File: src/hdl/mips_defs.svh
`ifndef MIPS_DEFS_SVH
`define MIPS_DEFS_SVH

`define MIPS_DATA_W      32
`define MIPS_REG_ADDR_W  5
`define MIPS_NUM_REGS    32

// lsb positions of the instruction fields
`define MIPS_OPC_POS     26
`define MIPS_RS_POS      21
`define MIPS_RT_POS      16
`define MIPS_RD_POS      11
`define MIPS_SHAMT_POS   6
`define MIPS_FUNCT_POS   0
`define MIPS_IMM_POS     0

`define MIPS_OPC_W       6  // opcode and funct
`define MIPS_SHAMT_W     5
`define MIPS_IMM_W       16

`endif
File: src/hdl/mips_pkg.sv
`include "mips_defs.svh"

package mips_pkg;

    typedef logic [`MIPS_DATA_W-1:0]     word_t;
    typedef logic [`MIPS_REG_ADDR_W-1:0] reg_addr_t;

    typedef enum logic [3:0] {
        ALU_NOP,
        ALU_ADDU,
        ALU_SUBU,
        ALU_AND,
        ALU_OR,
        ALU_XOR,
        ALU_NOR,
        ALU_SLT,
        ALU_SLTU,
        ALU_SLL,
        ALU_SRL,
        ALU_SRA,
        ALU_LUI
    } alu_op_e;

    typedef enum logic [2:0] {
        HILO_NOP,
        HILO_MULT,
        HILO_MULTU,
        HILO_MFHI,
        HILO_MFLO,
        HILO_MTHI,
        HILO_MTLO
    } hilo_op_e;

endpackage

File: src/hdl/alu_unit.sv
`timescale 1ns/100ps

`include "mips_defs.svh"

module alu_unit (
    input  mips_pkg::alu_op_e        op_i,
    input  mips_pkg::word_t          opa_i,
    input  mips_pkg::word_t          opb_i,
    input  logic [`MIPS_SHAMT_W-1:0] shamt_i,
    output mips_pkg::word_t          result_o
);

    logic lt_signed;
    logic lt_unsigned;

    assign lt_signed   = $signed(opa_i) < $signed(opb_i);
    assign lt_unsigned = opa_i < opb_i;

    always_comb begin
        case (op_i)
            mips_pkg::ALU_ADDU: result_o = opa_i + opb_i;
            mips_pkg::ALU_SUBU: result_o = opa_i - opb_i;
            mips_pkg::ALU_AND:  result_o = opa_i & opb_i;
            mips_pkg::ALU_OR:   result_o = opa_i | opb_i;
            mips_pkg::ALU_XOR:  result_o = opa_i ^ opb_i;
            mips_pkg::ALU_NOR:  result_o = ~(opa_i | opb_i);
            mips_pkg::ALU_SLT: begin
                result_o = {{(`MIPS_DATA_W-1){1'b0}}, lt_signed};
            end
            mips_pkg::ALU_SLTU: begin
                result_o = {{(`MIPS_DATA_W-1){1'b0}}, lt_unsigned};
            end
            mips_pkg::ALU_SLL:  result_o = opb_i << shamt_i;
            mips_pkg::ALU_SRL:  result_o = opb_i >> shamt_i;
            mips_pkg::ALU_SRA:  result_o = $signed(opb_i) >>> shamt_i;  // sign fill
            mips_pkg::ALU_LUI: begin
                result_o = {opb_i[`MIPS_IMM_W-1:0], {(`MIPS_DATA_W-`MIPS_IMM_W){1'b0}}};
            end
            default:            result_o = '0;
        endcase
    end

endmodule

File: config.mk
export PLATFORM = sky130hd
export DESIGN_NAME = alu_unit
export DESIGN_NICKNAME = d
export VERILOG_FILES = /design/src/hdl/mips_pkg.sv /design/src/hdl/alu_unit.sv
export VERILOG_INCLUDE_DIRS = /design/src /design/src/hdl
export SDC_FILE = /design/constraint.sdc
export NUM_CORES = 1
export LEC_CHECK = 0
export BUFFER_PORTS_ARGS = -buffer_cell sky130_fd_sc_hd__buf_2
export CAP_MARGIN = 10
export CORE_ASPECT_RATIO = 0.9
export CORE_MARGIN = 1.5
export CORE_UTILIZATION = 30
export DETAILED_ROUTE_END_ITERATION = 6
export GPL_ROUTABILITY_DRIVEN = 0
export PLACE_DENSITY = 0.53
export REMOVE_ABC_BUFFERS = 1
export SLEW_MARGIN = 15
export SYNTH_ARGS = -nofsm -noshare
export SYNTH_HDL_FRONTEND = slang
export SYNTH_SLANG_ARGS = --single-unit
File: constraint.sdc
create_clock -name vclk -period 3.6
set_input_delay 0.54 -clock vclk [all_inputs]
set_output_delay 0.54 -clock vclk [all_outputs]
set_load 0.01 [all_outputs]
==> flow_results.xml, run 1 <==
<?xml version="1.0" encoding="UTF-8"?>
<metrics>
  <group name="run_status">
    <metric name="result_of_the_run" unit="">complete, but fails checks</metric>
    <metric name="failed_checks" unit="">negative setup slack</metric>
  </group>
  <group name="min_path">
    <metric name="timing.hold.worst.class" unit="">in -&gt; out</metric>
    <metric name="min_from" unit="">opa_i[1]</metric>
  </group>
  <group name="finish">
    <metric name="final_core_util" unit="">0.4426</metric>
    <metric name="stdcell_area" unit="sq um">13260</metric>
    <metric name="finish.cell_count_without_fillers" unit="">2073</metric>
    <metric name="drive_above_1_share" unit="">0.3739</metric>
    <metric name="areaGrowthSynthToFinish" unit="%">44.77</metric>
    <metric name="num-clock-buffers" unit="">0</metric>
    <metric name="sequential_cell_total" unit="">0</metric>
    <metric name="seq_area" unit="sq um">0</metric>
    <metric name="fin_nets" unit="">1839</metric>
  </group>
  <group name="job">
    <metric name="max-cap-violations" unit="">0</metric>
  </group>
  <group name="detailed_routing">
    <metric name="dr_total_vias" unit="">12813</metric>
    <metric name="wire_per_inst" unit="um">23.45</metric>
    <metric name="drc" unit="">0</metric>
    <metric name="via_per_inst" unit="">6.181</metric>
    <metric name="postRouteAntennaNets" unit="">0</metric>
    <metric name="drt-initial-drc-count" unit="">1762</metric>
    <metric name="drt-pass1-iter-count" unit="">6</metric>
    <metric name="wirelength" unit="um">48610</metric>
  </group>
  <group name="timing">
    <metric name="rsz0062_at_grt" unit="">true</metric>
    <metric name="hold_ws" unit="ns">1.615</metric>
    <metric name="min_clock_period_post_route" unit="ns">3.684</metric>
    <metric name="max_slew_violation_count" unit="">0</metric>
    <metric name="setup_violations" unit="">6</metric>
    <metric name="hold_viol" unit="">0</metric>
    <metric name="fin_ws" unit="ns">-0.08393</metric>
    <metric name="max_freq" unit="MHz">271.4</metric>
    <metric name="slew_headroom" unit="">0.4682</metric>
    <metric name="worst-slew-pin-transition" unit="ns">0.7874</metric>
    <metric name="timing.final.crit_share" unit="">1.023</metric>
    <metric name="finalSetupTns" unit="ns">-0.3097</metric>
  </group>
  <group name="floorplan">
    <metric name="die_width" unit="um">187.2</metric>
    <metric name="row_count" unit="">60</metric>
    <metric name="design.die.area" unit="sq um">31590</metric>
    <metric name="die_h" unit="um">168.8</metric>
    <metric name="core_area" unit="sq um">29950</metric>
    <metric name="floorplan.initialDensity" unit="">0.3058</metric>
    <metric name="io_pins" unit="">105</metric>
  </group>
  <group name="synth">
    <metric name="sequential_share_of_the_synthesized_area" unit="">0</metric>
    <metric name="synth_area" unit="sq um">9159</metric>
    <metric name="yosysUniqueCellTypes" unit="">80</metric>
    <metric name="synth.yosys.warnings" unit="">0</metric>
    <metric name="synth.avg_cell_area" unit="sq um">6.695</metric>
    <metric name="synthCells" unit="">1368</metric>
  </group>
  <group name="worst_setup_path">
    <metric name="critical_path_class" unit="">in -&gt; out</metric>
    <metric name="timing.critical_path.arrival" unit="ns">3.14</metric>
    <metric name="worst_setup_path_startpoint" unit="">opb_i[10]</metric>
    <metric name="startpoint_type" unit="">input pin</metric>
    <metric name="crit_fanout" unit="">7</metric>
    <metric name="cp_data_required_time" unit="ns">3.06</metric>
    <metric name="critical_path.endpoint_type" unit="">primary output</metric>
  </group>
  <group name="global_route">
    <metric name="grt_first_pass_wirelength" unit="um">71590</metric>
    <metric name="grt.overflow.total" unit="">0</metric>
    <metric name="grt.total_usage" unit="">0.2911</metric>
    <metric name="grt_antenna_before_repair" unit="">4</metric>
    <metric name="first_global_vias" unit="">11858</metric>
    <metric name="grt_max_degree" unit="">34</metric>
  </group>
  <group name="power">
    <metric name="sw_frac_of_total" unit="">0.5631</metric>
    <metric name="power.share.combinational" unit="">1.000</metric>
    <metric name="seq_power_share" unit="">0</metric>
    <metric name="power.leakage" unit="nW">5.849</metric>
    <metric name="power_report.internal_total" unit="uW">951.4</metric>
    <metric name="max-vdd-ir-drop" unit="mV">0.06748</metric>
    <metric name="clk_pwr_share" unit="">0</metric>
    <metric name="p_switching" unit="mW">1.226</metric>
    <metric name="total_power" unit="mW">2.178</metric>
    <metric name="power-per-cell-area" unit="nW/um^2">164.2</metric>
  </group>
  <group name="placement">
    <metric name="dp_cells" unit="">2038</metric>
    <metric name="port_buffers" unit="">105</metric>
    <metric name="placement.cell_area" unit="sq um">11850</metric>
    <metric name="dpl.hpwl" unit="um">38170</metric>
    <metric name="pre_cts_ws" unit="ns">-0.3959</metric>
  </group>
  <group name="clock_tree">
    <metric name="holdBufCountCts" unit="">0</metric>
  </group>
</metrics>
-- layout make-up --
class | count | area [sq um]
tap | 403 | 504.2
timing repair buffer | 409 | 3192
fill | 3037 | 16690
antenna | 4 | 10.01
inverter | 109 | 441.7
multi-input combinational | 1148 | 9111
-- critical path, cell delays in order --
cell and delay (ns):
buf_2 0.12, buf_4 0.20, ha_1 0.26, a21oi_2 0.18, o21ai_1 0.10, a221oi_2 0.32, nand2_1 0.11, a21oi_2 0.17
o31ai_1 0.10, buf_4 0.16, a31o_4 0.24, a311o_1 0.31, a21o_1 0.18, buf_2 0.13
-- final timing paths --
check           end  slack (ns)  cells past startpoint
max    result_o[28]       -0.08                     14
min     result_o[1]        1.61                      5
-- cells in the mapped netlist, drive strengths merged (23+ instances only) --
library cell  count  area [sq um]
a211oi           27         202.7
a21oi           131         663.1
a221oi           23         207.7
buf              52         319.1
clkbuf           59         221.5
ha               96          1201
inv             108         405.4
mux2i            57         570.6
mux4             37         852.1
nand2           125         469.2
nand3            27         135.1
nor2            174         653.1
nor3             32         160.2
o21ai           100         511.7
-- layer usage --
layer	share of wire	global-route usage
met1	0.41	0.3928
met2	0.42	0.4435
met3	0.13	0.08459
met4	0.037	0.09397
met5	0.0027	0
-- power groups by stage --
stage	Sequential [mW]	Combinational [mW]	Clock (mW)
detailed placement	0	1.84	0
CTS	0	1.99	0
finish	0	2.18	0.0000000264
global route	0	2.30	0
floorplan	0	0.927	0
global placement	0	1.83	0
-- cells by family (layout without fill, tap and decap cells) --
kind of cell             after synthesis  count (layout)  synth area share
AO/OA/AOI/OAI                        494             494            0.3669
XOR/XNOR                               7               7          0.006694
adder cells (fa/ha/maj)               98              98            0.1355
buffers and inverters                220             518            0.1037
multiplexers                         103             103            0.1664
other                                  0               4                 0
AND/OR/NAND/NOR                      446             446            0.2208
-- timing repair --
item,4_1_cts,5_1_grt
pin swaps,44,64
buffers inserted,17,15
gates cloned,1,0
endpoints found under the hold margin,0,0
endpoints found under the setup margin,19,24
gates resized for setup,144,128
-- layout by cell type, fill, tap and decap left out, types with 10 or more instances in the layout --
cell / count
ha_2: 12
inv_1: 81
buf_2: 83
buf_6: 33
buf_4: 275
nor2_1: 167
o221ai_1: 10
buf_12: 12
o21ai_0: 83
nand4_1: 13
ha_4: 20
a211oi_1: 24
a221o_1: 19
a21oi_2: 16
ha_1: 64
a21oi_1: 109
a221oi_1: 17
a21o_1: 15
nor2b_1: 14
o211ai_1: 19
mux4_2: 33
nand3_1: 27
mux2i_1: 55
o22ai_1: 11
nand2_1: 122
a211o_1: 10
inv_2: 16
o21ai_1: 11
inv_4: 10
nor3_1: 30
a222oi_1: 11
Power figures use the tool's default switching activity.
==> run 2: changes to the inputs <==
--- a/config.mk
+++ b/config.mk
@@ -6,14 +6,17 @@
 export SDC_FILE = /design/constraint.sdc
 export NUM_CORES = 1
 export LEC_CHECK = 0
+export ABC_CLOCK_PERIOD_IN_PS = 3600
 export BUFFER_PORTS_ARGS = -buffer_cell sky130_fd_sc_hd__buf_2
 export CAP_MARGIN = 10
+export CELL_PAD_IN_SITES_DETAIL_PLACEMENT = 0
+export CELL_PAD_IN_SITES_GLOBAL_PLACEMENT = 1
 export CORE_ASPECT_RATIO = 0.9
 export CORE_MARGIN = 1.5
 export CORE_UTILIZATION = 30
 export DETAILED_ROUTE_END_ITERATION = 6
 export GPL_ROUTABILITY_DRIVEN = 0
-export PLACE_DENSITY = 0.53
+export PLACE_DENSITY = 0.67
 export REMOVE_ABC_BUFFERS = 1
 export SLEW_MARGIN = 15
 export SYNTH_ARGS = -nofsm -noshare
==> flow_results.xml, run 2 (synthesized netlist as in run 1, its figures left out) <==
<?xml version="1.0" encoding="UTF-8"?>
<metrics>
  <group name="run_status">
    <metric name="result_of_the_run" unit="">complete, but fails checks</metric>
    <metric name="failed_checks" unit="">negative setup slack</metric>
  </group>
  <group name="global_route">
    <metric name="use_met3" unit="">0.03525</metric>
    <metric name="highest_utilization_routing_layer_at_the_global_route_stage" unit="">met2</metric>
    <metric name="grt.overflow.total" unit="">0</metric>
    <metric name="grt_antenna_before_repair" unit="">2</metric>
    <metric name="grt_first_pass_wirelength" unit="um">69850</metric>
    <metric name="grt_use_met2" unit="">0.4456</metric>
    <metric name="grt.total_usage" unit="">0.2815</metric>
    <metric name="globalRouteMet1Util" unit="">0.3944</metric>
    <metric name="first_global_vias" unit="">11738</metric>
    <metric name="grt_max_degree" unit="">69</metric>
  </group>
  <group name="worst_setup_path">
    <metric name="critical-path-max-stage-delay" unit="ns">0.27</metric>
    <metric name="worst_setup_path_startpoint" unit="">opb_i[15]</metric>
    <metric name="timing.critical_path.buf_inv" unit="">5</metric>
    <metric name="crit_fanout" unit="">8</metric>
    <metric name="slowest_stage" unit="">o221a_2</metric>
    <metric name="timing.critical_path.arrival" unit="ns">3.26</metric>
    <metric name="critical_path_class" unit="">in -&gt; out</metric>
    <metric name="cp_data_required_time" unit="ns">3.06</metric>
    <metric name="critical_path.endpoint_type" unit="">primary output</metric>
    <metric name="startpoint_type" unit="">input pin</metric>
    <metric name="cell_chain_of_the_critical_path" unit="">buf_4, buf_4, ha_1, a21oi_1, o21bai_2, a31oi_2, a311oi_2, buf_4, a21o_4, buf_6, a21bo_2, a21o_1, o221a_2, o211ai_1, buf_2</metric>
    <metric name="top_family_by_delay_on_critical_path" unit="">compound AO/OA/AOI/OAI gates</metric>
    <metric name="critical-path-top-cell-by-count" unit="">buf_4</metric>
  </group>
  <group name="timing">
    <metric name="hold_viol" unit="">0</metric>
    <metric name="fin_ws" unit="ns">-0.1968</metric>
    <metric name="rsz0062_at_grt" unit="">true</metric>
    <metric name="worst-slew-pin-transition" unit="ns">0.7722</metric>
    <metric name="hold_ws" unit="ns">1.626</metric>
    <metric name="min_clock_period_post_route" unit="ns">3.797</metric>
    <metric name="setup_violations" unit="">14</metric>
    <metric name="max_freq" unit="MHz">263.4</metric>
    <metric name="max_slew_violation_count" unit="">0</metric>
    <metric name="timing.final.crit_share" unit="">1.055</metric>
    <metric name="slew_headroom" unit="">0.4787</metric>
  </group>
  <group name="min_path">
    <metric name="min_from" unit="">opb_i[1]</metric>
    <metric name="timing.hold.worst.class" unit="">in -&gt; out</metric>
  </group>
  <group name="finish">
    <metric name="num-fill-cells" unit="">3049</metric>
    <metric name="finish.cell_count_without_fillers" unit="">2109</metric>
    <metric name="num-clock-buffers" unit="">0</metric>
    <metric name="seq_area" unit="sq um">0</metric>
    <metric name="fin_nets" unit="">1877</metric>
    <metric name="areaGrowthSynthToFinish" unit="%">46.89</metric>
    <metric name="commonest_non_fill_non_tap_cells_in_the_layout" unit="">buf_4, nor2_1, nand2_1, a21oi_1, buf_2</metric>
    <metric name="layout_commonest_cell" unit="">buf_4</metric>
    <metric name="sequential_cell_total" unit="">0</metric>
    <metric name="final_core_util" unit="">0.4491</metric>
    <metric name="drive_above_1_share" unit="">0.3803</metric>
  </group>
  <group name="detailed_routing">
    <metric name="drc" unit="">0</metric>
    <metric name="drt-pass1-iter-count" unit="">6</metric>
    <metric name="wire_per_inst" unit="um">22.33</metric>
    <metric name="via_per_inst" unit="">5.989</metric>
    <metric name="postRouteAntennaNets" unit="">0</metric>
    <metric name="drt-initial-drc-count" unit="">1514</metric>
    <metric name="dr_total_vias" unit="">12631</metric>
    <metric name="wirelength" unit="um">47080</metric>
  </group>
  <group name="floorplan">
    <metric name="core_area" unit="sq um">29950</metric>
    <metric name="design.die.area" unit="sq um">31590</metric>
    <metric name="floorplan.initialDensity" unit="">0.3058</metric>
    <metric name="die_h" unit="um">168.8</metric>
    <metric name="io_pins" unit="">105</metric>
    <metric name="row_count" unit="">60</metric>
    <metric name="die_width" unit="um">187.2</metric>
  </group>
  <group name="placement">
    <metric name="pre_cts_ws" unit="ns">-0.4872</metric>
    <metric name="dp_cells" unit="">2069</metric>
    <metric name="dpl.hpwl" unit="um">36750</metric>
    <metric name="port_buffers" unit="">105</metric>
  </group>
  <group name="job">
    <metric name="max-cap-violations" unit="">0</metric>
  </group>
  <group name="clock_tree">
    <metric name="holdBufCountCts" unit="">0</metric>
  </group>
</metrics>
run 2: cell count changes in the layout (fill, tap and decap cells not counted), moves of 4 or more:
| cell | delta |
|---|---|
| buf_4 | +41 |
| ha_1 | +9 |
| inv_1 | +9 |
| buf_2 | +8 |
| buf_6 | -6 |
| ha_2 | -5 |
| inv_2 | -5 |
| buf_12 | -4 |
| ha_4 | -4 |
| inv_4 | -4 |
run 2: stage by stage:
stage	TNS [ns]	cell area [sq um]
2_1_floorplan	-7.259	8618
3_3_place_gp	-6.245	12060
3_5_place_dp	-6.771	12060
4_1_cts	-0.6285	12820
5_1_grt	-2.339	13450
6_report	-1.169	13450
run 2: area by class of cell:
class	count	area, sq um	share of cell area
Antenna cell	2	5.005	0.0003720
Tap cell	403	504.2	0.03748
Timing Repair Buffer	447	3367	0.2503
Multi-Input combinational cell	1148	9148	0.6800
Inverter	109	429.2	0.03190
run 2: path summary, 6_finish.rpt:
check,to,slack (ns),depth (start not counted)
hold / removal,result_o[1],1.63,6
setup / recovery,result_o[29],-0.20,15
run 2: routing by layer:
layer / part of all wire / wire, um
met4: 0.039 / 1853
met2: 0.44 / 20560
met3: 0.10 / 4890
met1: 0.42 / 19780
met5: 0 / 0
run 2: timing repair:
action,in CTS,in global routing
pin swaps,46,47
buffers inserted,24,17
endpoints found under the setup margin,21,21
gates cloned,0,0
gates resized for setup,129,110
==> run 3: changes to the inputs <==
--- a/config.mk
+++ b/config.mk
@@ -9,14 +9,14 @@
 export ABC_CLOCK_PERIOD_IN_PS = 3600
 export BUFFER_PORTS_ARGS = -buffer_cell sky130_fd_sc_hd__buf_2
 export CAP_MARGIN = 10
-export CELL_PAD_IN_SITES_DETAIL_PLACEMENT = 0
-export CELL_PAD_IN_SITES_GLOBAL_PLACEMENT = 1
+export CELL_PAD_IN_SITES_DETAIL_PLACEMENT = 1
+export CELL_PAD_IN_SITES_GLOBAL_PLACEMENT = 2
 export CORE_ASPECT_RATIO = 0.9
 export CORE_MARGIN = 1.5
 export CORE_UTILIZATION = 30
 export DETAILED_ROUTE_END_ITERATION = 6
 export GPL_ROUTABILITY_DRIVEN = 0
-export PLACE_DENSITY = 0.67
+export PLACE_DENSITY = 0.81
 export REMOVE_ABC_BUFFERS = 1
 export SLEW_MARGIN = 15
 export SYNTH_ARGS = -nofsm -noshare
==> flow_results.xml, run 3 (synthesized netlist as in run 1, its figures left out) <==
<?xml version="1.0" encoding="UTF-8"?>
<metrics>
  <group name="global_route">
    <metric name="grt.total_usage" unit="">0.3155</metric>
    <metric name="use_met3" unit="">0.04686</metric>
    <metric name="globalRouteMet1Util" unit="">0.4192</metric>
    <metric name="grt_use_met2" unit="">0.5080</metric>
    <metric name="grt_antenna_before_repair" unit="">0</metric>
    <metric name="first_global_vias" unit="">13085</metric>
    <metric name="grt_max_degree" unit="">52</metric>
    <metric name="grt.overflow.total" unit="">0</metric>
    <metric name="grt_first_pass_wirelength" unit="um">78290</metric>
    <metric name="highest_utilization_routing_layer_at_the_global_route_stage" unit="">met2</metric>
  </group>
  <group name="timing">
    <metric name="timing.final.crit_share" unit="">1.067</metric>
    <metric name="slew_headroom" unit="">0.5426</metric>
    <metric name="worst-slew-pin-transition" unit="ns">0.6775</metric>
    <metric name="max_slew_violation_count" unit="">0</metric>
    <metric name="max_freq" unit="MHz">260.4</metric>
    <metric name="setup_violations" unit="">15</metric>
    <metric name="hold_viol" unit="">0</metric>
    <metric name="fin_ws" unit="ns">-0.2397</metric>
    <metric name="min_clock_period_post_route" unit="ns">3.840</metric>
    <metric name="rsz0062_at_grt" unit="">true</metric>
  </group>
  <group name="worst_setup_path">
    <metric name="timing.critical_path.arrival" unit="ns">3.30</metric>
    <metric name="crit_fanout" unit="">4</metric>
    <metric name="critical_path.endpoint_type" unit="">primary output</metric>
    <metric name="startpoint_type" unit="">input pin</metric>
    <metric name="cp_data_required_time" unit="ns">3.06</metric>
    <metric name="critical_path_class" unit="">in -&gt; out</metric>
  </group>
  <group name="finish">
    <metric name="num-fill-cells" unit="">3798</metric>
    <metric name="layout_commonest_cell" unit="">buf_4</metric>
    <metric name="num-clock-buffers" unit="">0</metric>
    <metric name="commonest_non_fill_non_tap_cells_in_the_layout" unit="">buf_4, nor2_1, nand2_1, a21oi_1, buf_2</metric>
    <metric name="areaGrowthSynthToFinish" unit="%">45.85</metric>
    <metric name="stdcell_area" unit="sq um">13360</metric>
    <metric name="finish.cell_count_without_fillers" unit="">2097</metric>
    <metric name="seq_area" unit="sq um">0</metric>
    <metric name="final_core_util" unit="">0.4459</metric>
    <metric name="drive_above_1_share" unit="">0.3843</metric>
    <metric name="sequential_cell_total" unit="">0</metric>
    <metric name="fin_nets" unit="">1867</metric>
    <metric name="num_antenna_cells" unit="">0</metric>
  </group>
  <group name="floorplan">
    <metric name="row_count" unit="">60</metric>
    <metric name="io_pins" unit="">105</metric>
    <metric name="die_h" unit="um">168.8</metric>
    <metric name="design.die.area" unit="sq um">31590</metric>
    <metric name="floorplan.initialDensity" unit="">0.3058</metric>
    <metric name="core_area" unit="sq um">29950</metric>
    <metric name="die_width" unit="um">187.2</metric>
  </group>
  <group name="power">
    <metric name="power.leakage" unit="nW">5.937</metric>
    <metric name="max-vdd-ir-drop" unit="mV">0.07687</metric>
    <metric name="power-per-cell-area" unit="nW/um^2">167.9</metric>
    <metric name="total_power" unit="mW">2.243</metric>
  </group>
  <group name="placement">
    <metric name="port_buffers" unit="">105</metric>
    <metric name="placement.cell_area" unit="sq um">11950</metric>
    <metric name="dp_cells" unit="">2063</metric>
    <metric name="dpl.hpwl" unit="um">40850</metric>
    <metric name="pre_cts_ws" unit="ns">-0.5468</metric>
  </group>
  <group name="detailed_routing">
    <metric name="drt-pass1-iter-count" unit="">6</metric>
    <metric name="via_per_inst" unit="">6.254</metric>
    <metric name="wirelength" unit="um">52600</metric>
    <metric name="wire_per_inst" unit="um">25.08</metric>
    <metric name="drt-initial-drc-count" unit="">1319</metric>
    <metric name="dr_total_vias" unit="">13114</metric>
    <metric name="drc" unit="">0</metric>
    <metric name="postRouteAntennaNets" unit="">0</metric>
  </group>
  <group name="job">
    <metric name="max-cap-violations" unit="">0</metric>
  </group>
  <group name="min_path">
    <metric name="min_delay_path_depth" unit="">6</metric>
    <metric name="min_from" unit="">opb_i[4]</metric>
    <metric name="worstHoldEndpoint" unit="">result_o[4]</metric>
    <metric name="timing.hold.worst.class" unit="">in -&gt; out</metric>
  </group>
  <group name="run_status">
    <metric name="failed_checks" unit="">negative setup slack</metric>
    <metric name="result_of_the_run" unit="">complete, but fails checks</metric>
  </group>
  <group name="clock_tree">
    <metric name="holdBufCountCts" unit="">0</metric>
  </group>
</metrics>
==> run 3: cell count changes in the layout (fill, tap and decap cells not counted), moves of 3 or more <==
cell and delta:
inv_2 +8, buf_12 -5, inv_1 -5, a21oi_1 -4, buf_4 -4, mux2i_1 -4
inv_4 -3, mux2i_4 +3, o31ai_2 -3, o31ai_4 +3
==> run 3: per-stage QoR <==
step | hold WS (ns) | setup TNS (ns)
3_3_place_gp | 1.670 | -5.626
4_1_cts | 1.630 | -1.008
2_1_floorplan | 1.210 | -7.259
5_1_grt | 1.718 | -3.680
6_report | 1.672 | -1.745
3_5_place_dp | 1.669 | -7.056
==> run 3: how the worst max path moves through the flow <==
stage | start | to | slack (ns) | cells past startpoint
finish | opb_i[0] | result_o[0] | -0.24 | 17
floorplan | op_i[3] | result_o[28] | -0.84 | 9
global route | opa_i[7] | result_o[20] | -0.40 | 14
CTS | opb_i[0] | result_o[20] | -0.15 | 14
global placement | opa_i[4] | result_o[29] | -0.46 | 15
detailed placement | opa_i[4] | result_o[29] | -0.55 | 15
==> run 3: worst max-delay path: stages <==
cell and delay, ns:
buf_8 0.10, buf_6 0.11, ha_4 0.16, fa_2 0.41, nor3_2 0.11, a211o_1 0.19, a21bo_2 0.21, o211a_4 0.20
o21ai_4 0.07, o21ai_4 0.28, buf_4 0.17, buf_6 0.09, a41oi_4 0.13, buf_6 0.18, o221ai_2 0.14, nand2_1 0.07
buf_2 0.14
==> run 3: layer usage <==
metal  vias to the layer above  part of all wire
li1                       5760                 -
met1                      6451              0.41
met2                       742              0.45
met3                       161             0.090
met4                         0             0.046
met5                         -                 0
==> run 3: power by group <==
group | switching, mW | internal (mW) | total, mW
combinational | 1.28 | 0.965 | 2.24
sequential | 0 | 0 | 0
clock | 0 | 0 | 0
==> run 3: area by class of cell <==
cell class | count | area (sq um) | area share
Multi-Input combinational cell | 1148 | 9218 | 0.6901
Inverter | 109 | 421.7 | 0.03157
Timing Repair Buffer | 437 | 3214 | 0.2406
Tap cell | 403 | 504.2 | 0.03775
==> run 3: timing repair <==
item | in CTS | in global routing
gates resized for setup | 162 | 93
hold endpoints to repair | 0 | 0
setup endpoints to repair | 24 | 28
pin swaps | 44 | 45
setup buffers | 15 | 20
